[src/cache_defs.svh]
`ifndef CACHE_DEFS_SVH
`define CACHE_DEFS_SVH

// cpu word, also used as the word address
`define WORD_W 32

// word-in-block index, 16 words per block
`define OFFSET_W 4

// 128 sets
`define INDEX_W 7

// what is left of the address: 32 - 7 - 4
`define TAG_W 21

`define AGE_W 2      // lru age, 0 newest
`define NUM_WAYS 4   // ways per set

// 16 words of 32 bits
`define BLOCK_W 512

`endif

[src/cache_pkg.sv]
`include "cache_defs.svh"

package cache_pkg;

  typedef logic [`WORD_W-1:0]   word_t;     // data word or word address
  typedef logic [`TAG_W-1:0]    tag_t;
  typedef logic [`INDEX_W-1:0]  index_t;
  typedef logic [`OFFSET_W-1:0] offset_t;   // word within the block
  typedef logic [`AGE_W-1:0]    age_t;      // 0 newest .. 3 oldest
  typedef logic [`BLOCK_W-1:0]  block_t;
  typedef logic [`NUM_WAYS-1:0] way_sel_t;  // one-hot

  // same bit order as the array entries: valid on top, data at the bottom
  typedef struct packed {
    logic   valid;
    logic   dirty;
    age_t   age;
    tag_t   tag;
    block_t data;
  } cache_line_t;

  typedef cache_line_t [`NUM_WAYS-1:0] line_vec_t;
  typedef age_t [`NUM_WAYS-1:0] age_vec_t;

  typedef struct packed {
    word_t addr;
    word_t wdata;
    logic  rw;     // 1 = write
  } cpu_req_t;

  typedef struct packed {
    logic        hit;
    way_sel_t    hit_way;
    way_sel_t    victim_way;   // way at age 3
    logic        need_wb;      // victim valid and dirty on a miss
    cache_line_t line;         // hit line, or victim line on a miss
    age_t        prior_age;    // age of the hit way, 3 on a miss
    way_sel_t    way_valid;    // valid bits of all four candidates
    age_vec_t    way_age;      // current ages of all four candidates
  } lookup_t;

  typedef enum logic [2:0] {IDLE, LOOKUP, CHECK, WRITEBACK, FILL, COMMIT} ctrl_state_t;

  // address = tag | index | offset
  function automatic tag_t addr_tag(input word_t a);
    return a[`WORD_W-1 -: `TAG_W];
  endfunction

  function automatic index_t addr_index(input word_t a);
    return a[`OFFSET_W +: `INDEX_W];
  endfunction

  function automatic offset_t addr_offset(input word_t a);
    return a[`OFFSET_W-1:0];
  endfunction

endpackage

[src/line_update.sv]
`timescale 1ns/1ps
`include "cache_defs.svh"

module line_update
  import cache_pkg::*;
(
  input  ctrl_state_t state,
  input  cpu_req_t    req_q,
  input  lookup_t     lk,
  input  block_t      fill_block,
  output cache_line_t line_write,
  output way_sel_t    way_sel,
  output age_vec_t    ages,
  output logic        cpu_res_valid,
  output word_t       cpu_res_data
);

  offset_t off;
  block_t  base_block;   // line contents before the cpu write
  block_t  merged;
  word_t   base_word;

  assign off = addr_offset(req_q.addr);

  // hit line as stored, or the freshly filled block on a miss
  assign base_block = lk.hit ? lk.line.data : fill_block;
  assign base_word  = base_block[off * `WORD_W +: `WORD_W];

  always_comb begin
    merged = base_block;
    if (req_q.rw) begin
      merged[off * `WORD_W +: `WORD_W] = req_q.wdata;  // write word lands at its offset
    end
  end

  always_comb begin
    line_write.valid = 1'b1;
    // write sets dirty, read miss is clean, read hit keeps the old bit
    line_write.dirty = req_q.rw | (lk.hit & lk.line.dirty);
    line_write.age   = '0;                      // written way becomes newest
    line_write.tag   = addr_tag(req_q.addr);    // equals the hit tag on a hit
    line_write.data  = merged;
  end

  assign way_sel = lk.hit ? lk.hit_way : lk.victim_way;

  // lru update over all four ways of the set
  always_comb begin
    for (int w = 0; w < `NUM_WAYS; w++) begin
      if (way_sel[w]) begin
        ages[w] = '0;
      end else if (lk.way_valid[w] && (lk.way_age[w] < lk.prior_age)) begin
        ages[w] = lk.way_age[w] + age_t'(1);  // younger than the touched way
      end else begin
        ages[w] = lk.way_age[w];              // older or invalid, untouched
      end
    end
  end

  // response goes out with the commit write
  assign cpu_res_valid = (state == COMMIT);
  assign cpu_res_data  = req_q.rw ? '0 : base_word;  // writes return zero

endmodule

[config.mk]
export PLATFORM = sky130hd
export DESIGN_NAME = line_update
export DESIGN_NICKNAME = d
export VERILOG_FILES = /design/src/cache_pkg.sv /design/src/line_update.sv
export VERILOG_INCLUDE_DIRS = /design/src /design/src/src
export SDC_FILE = /design/constraint.sdc
export NUM_CORES = 1
export LEC_CHECK = 0
export ABC_AREA = 0
export BUFFER_PORTS_ARGS = -buffer_cell sky130_fd_sc_hd__buf_2
export CELL_PAD_IN_SITES_DETAIL_PLACEMENT = 0
export CELL_PAD_IN_SITES_GLOBAL_PLACEMENT = 2
export CORE_AREA = 2 2 664 666
export DETAILED_ROUTE_END_ITERATION = 10
export DIE_AREA = 0 0 666 668
export PLACE_DENSITY_LB_ADDON = 0.1
export SYNTH_ARGS = -nofsm -noshare
export SYNTH_HDL_FRONTEND = slang
export SYNTH_SLANG_ARGS = --single-unit
[constraint.sdc]
create_clock -name vclk -period 4.4
set_clock_uncertainty 0.05 [all_clocks]
set_input_delay 0.66 -clock vclk [all_inputs]
set_output_delay 0.66 -clock vclk [all_outputs]
set_load 0.1 [all_outputs]
==> impl_metrics.json <==
{
  "fin_crit_sh": 0.967,
  "peakVddDrop_mv": 0.102,
  "die_area_mm2": 0.445,
  "placed_area_mm2": 0.0487,
  "area_delta_synth_final_pct": 135,
  "pin_count": 1723,
  "drt_iter0_markers": 1561,
  "cp-startpoint": "req_q[35]",
  "crit_path_max_fanout": 8,
  "drv_slew": 0,
  "tightest_slew_ps": 1050,
  "hold_viol": 0,
  "critPathLaunchType": "primary input",
  "hold_slack_ps": 1270,
  "period_minus_slack_ps": 4260,
  "synth_most_common_cell": "mux2i_1",
  "rsz0062_at_grt": "false",
  "fillers": 50000,
  "use_met3": 0.0586,
  "multiInputGateArea_mm2": 0.0220,
  "drv_cap": 0,
  "p_leak_nw": 19.0,
  "maxSlewHeadroom": 0.283,
  "busiest_layer": "met2",
  "vias": 29200,
  "ys_seq_area_frac": 0,
  "wirelength_mm": 387,
  "seqCellArea_um2": 0,
  "max_freq_ghz": 0.235,
  "start_util": 0.0478,
  "synth_top_area_cell": "mux2i_1",
  "ant_nets": 0,
  "met1_usage": 0.199,
  "pwr_density_cell_mw_per_mm2": 204,
  "hp-class": "primary input to primary output",
  "nets": 4913,
  "detailed_place_hpwl_mm": 349,
  "die_h_um": 668,
  "cts_hold_buf": 0,
  "grt_pass1_vias": 29500,
  "post_cts_buffers": 0,
  "firstDrtPassIters": 7,
  "port_buffers": 1646,
  "synth_cell_type_count": 61,
  "drive_gt1_frac": 0.695,
  "fp.dieW_um": 666,
  "synth.top_cell.area_share": 0.470,
  "synthesis.area_per_instance_um2": 10.1,
  "synth_area_mm2": 0.0209,
  "outcome": "completed",
  "wl_per_cell_um": 40.2,
  "via_per_inst": 3.03,
  "gp_congestion": 0.804,
  "grt_overflow": 0,
  "design.seq.count": 0,
  "hp-start": "req_q[47]",
  "rows": 243,
  "synthCells": 2071,
  "n_clock_buffer": 0,
  "required_ps": 3690,
  "endpoint_kind": "primary output",
  "coreArea_mm2": 0.437,
  "grt_antenna_before_repair": 544,
  "setup_viol": 0,
  "grt_use_total": 0.166,
  "drc": 0,
  "synthTopCellsByCount": "980 x mux2i_1, 278 x mux4_2, 152 x nand3_1",
  "synth.area.top_cells": "mux2i_1 47%, mux4_2 30%, nand3_1 3.6%, buf_4 3.5%, mux2_2 2.5%",
  "crit_arrival_ps": 3550,
  "path_class": "primary input to primary output",
  "stdcell_area_mm2": 0.0490,
  "grt_start_max_net_pins": 72,
  "grtUsageMet2": 0.293,
  "yosys_warnings": 0,
  "grt_first_pass_wirelength_mm": 457
}
[through the flow]
| step | utilization | setup WS, ps | TNS [ps] | instances | power [mW] |
|---|---|---|---|---|---|
| after detailed placement | 0.111 | -24.0 | -120 | 9521 | 10.2 |
| final | 0.112 | 144 | 0 | 9628 | 9.98 |
| after global routing | 0.112 | 42.6 | 0 | 9539 | 10.3 |
| after global placement | 0.111 | -51.8 | -351 | 9521 | 10.2 |
| after floorplan | - | -718 | -150630 | 2072 | 5.46 |
| after CTS | 0.111 | 22.7 | 0 | 9521 | 10.2 |
[worst paths after layout]
check,to,slack [ps],depth (start not counted)
max,line_write[324],140,13
min,line_write[515],1270,0
[cells in the final DEF (no fill, tap or decap), types with 6 or more instances in the layout]
| cell type | synthesis | layout |
|---|---|---|
| a31oi_1 | 6 | 6 |
| buf_12 | 0 | 605 |
| buf_2 | 64 | 1116 |
| buf_4 | 97 | 235 |
| diode_2 | 0 | 107 |
| inv_1 | 9 | 8 |
| mux2_2 | 47 | 47 |
| mux2i_1 | 980 | 710 |
| mux2i_2 | 0 | 111 |
| mux2i_4 | 0 | 159 |
| mux4_2 | 278 | 278 |
| nand2_1 | 103 | 103 |
| nand2b_1 | 8 | 8 |
| nand3_1 | 152 | 151 |
| nor2_1 | 24 | 16 |
| nor2_4 | 0 | 8 |
| nor3_2 | 0 | 30 |
| o21ai_1 | 1 | 30 |
| o22ai_1 | 54 | 54 |
[routing by layer]
metal	part of all wire	vias up
met5	0.0033	-
met4	0.023	190
met3	0.081	854
met2	0.49	1724
met1	0.41	14500
li1	-	11900
[report_power, final]
part / switching, mW / internal (mW) / total, mW
clock: 0 / 0.00000230 / 0.00000230
combinational: 6.65 / 3.33 / 9.98
sequential: 0 / 0 / 0
[cell type report]
class | count | area share
multi-input combinational | 1794 | 0.448
timing repair buffer | 1958 | 0.398
tap | 5757 | 0.147
antenna | 107 | 0.00547
inverter | 12 | 0.00110
[repair_timing]
| item | in CTS | in global routing |
|---|---|---|
| setup endpoints to repair | 19 | 1 |
| pin swaps | 0 | 1 |
| gates resized for setup | 1 | 1 |
[critical path, cell delays in order]
cell	delay [ps]
buf_4	180
or3_1	380
inv_1	70
ha_1	330
nor2b_1	180
buf_4	180
nand2_1	160
nor2_4	160
buf_12	190
buf_12	190
mux2i_1	430
buf_4	200
buf_12	170
[cell families (layout without fill, tap and decap cells)]
family                     Yosys count  after routing  share of synthesized area
muxes                             1305           1305                      0.795
and+or+nand+nor                    346            346                     0.0797
buffers and inverters              278           1970                     0.0787
AOI/OAI and AO/OA                  128            128                     0.0401
adders and majority gates            6              6                    0.00360
xor gates and xnor gates             6              6                    0.00252
other                                2            110                   0.000360
(Power assumes the default switching activity.)
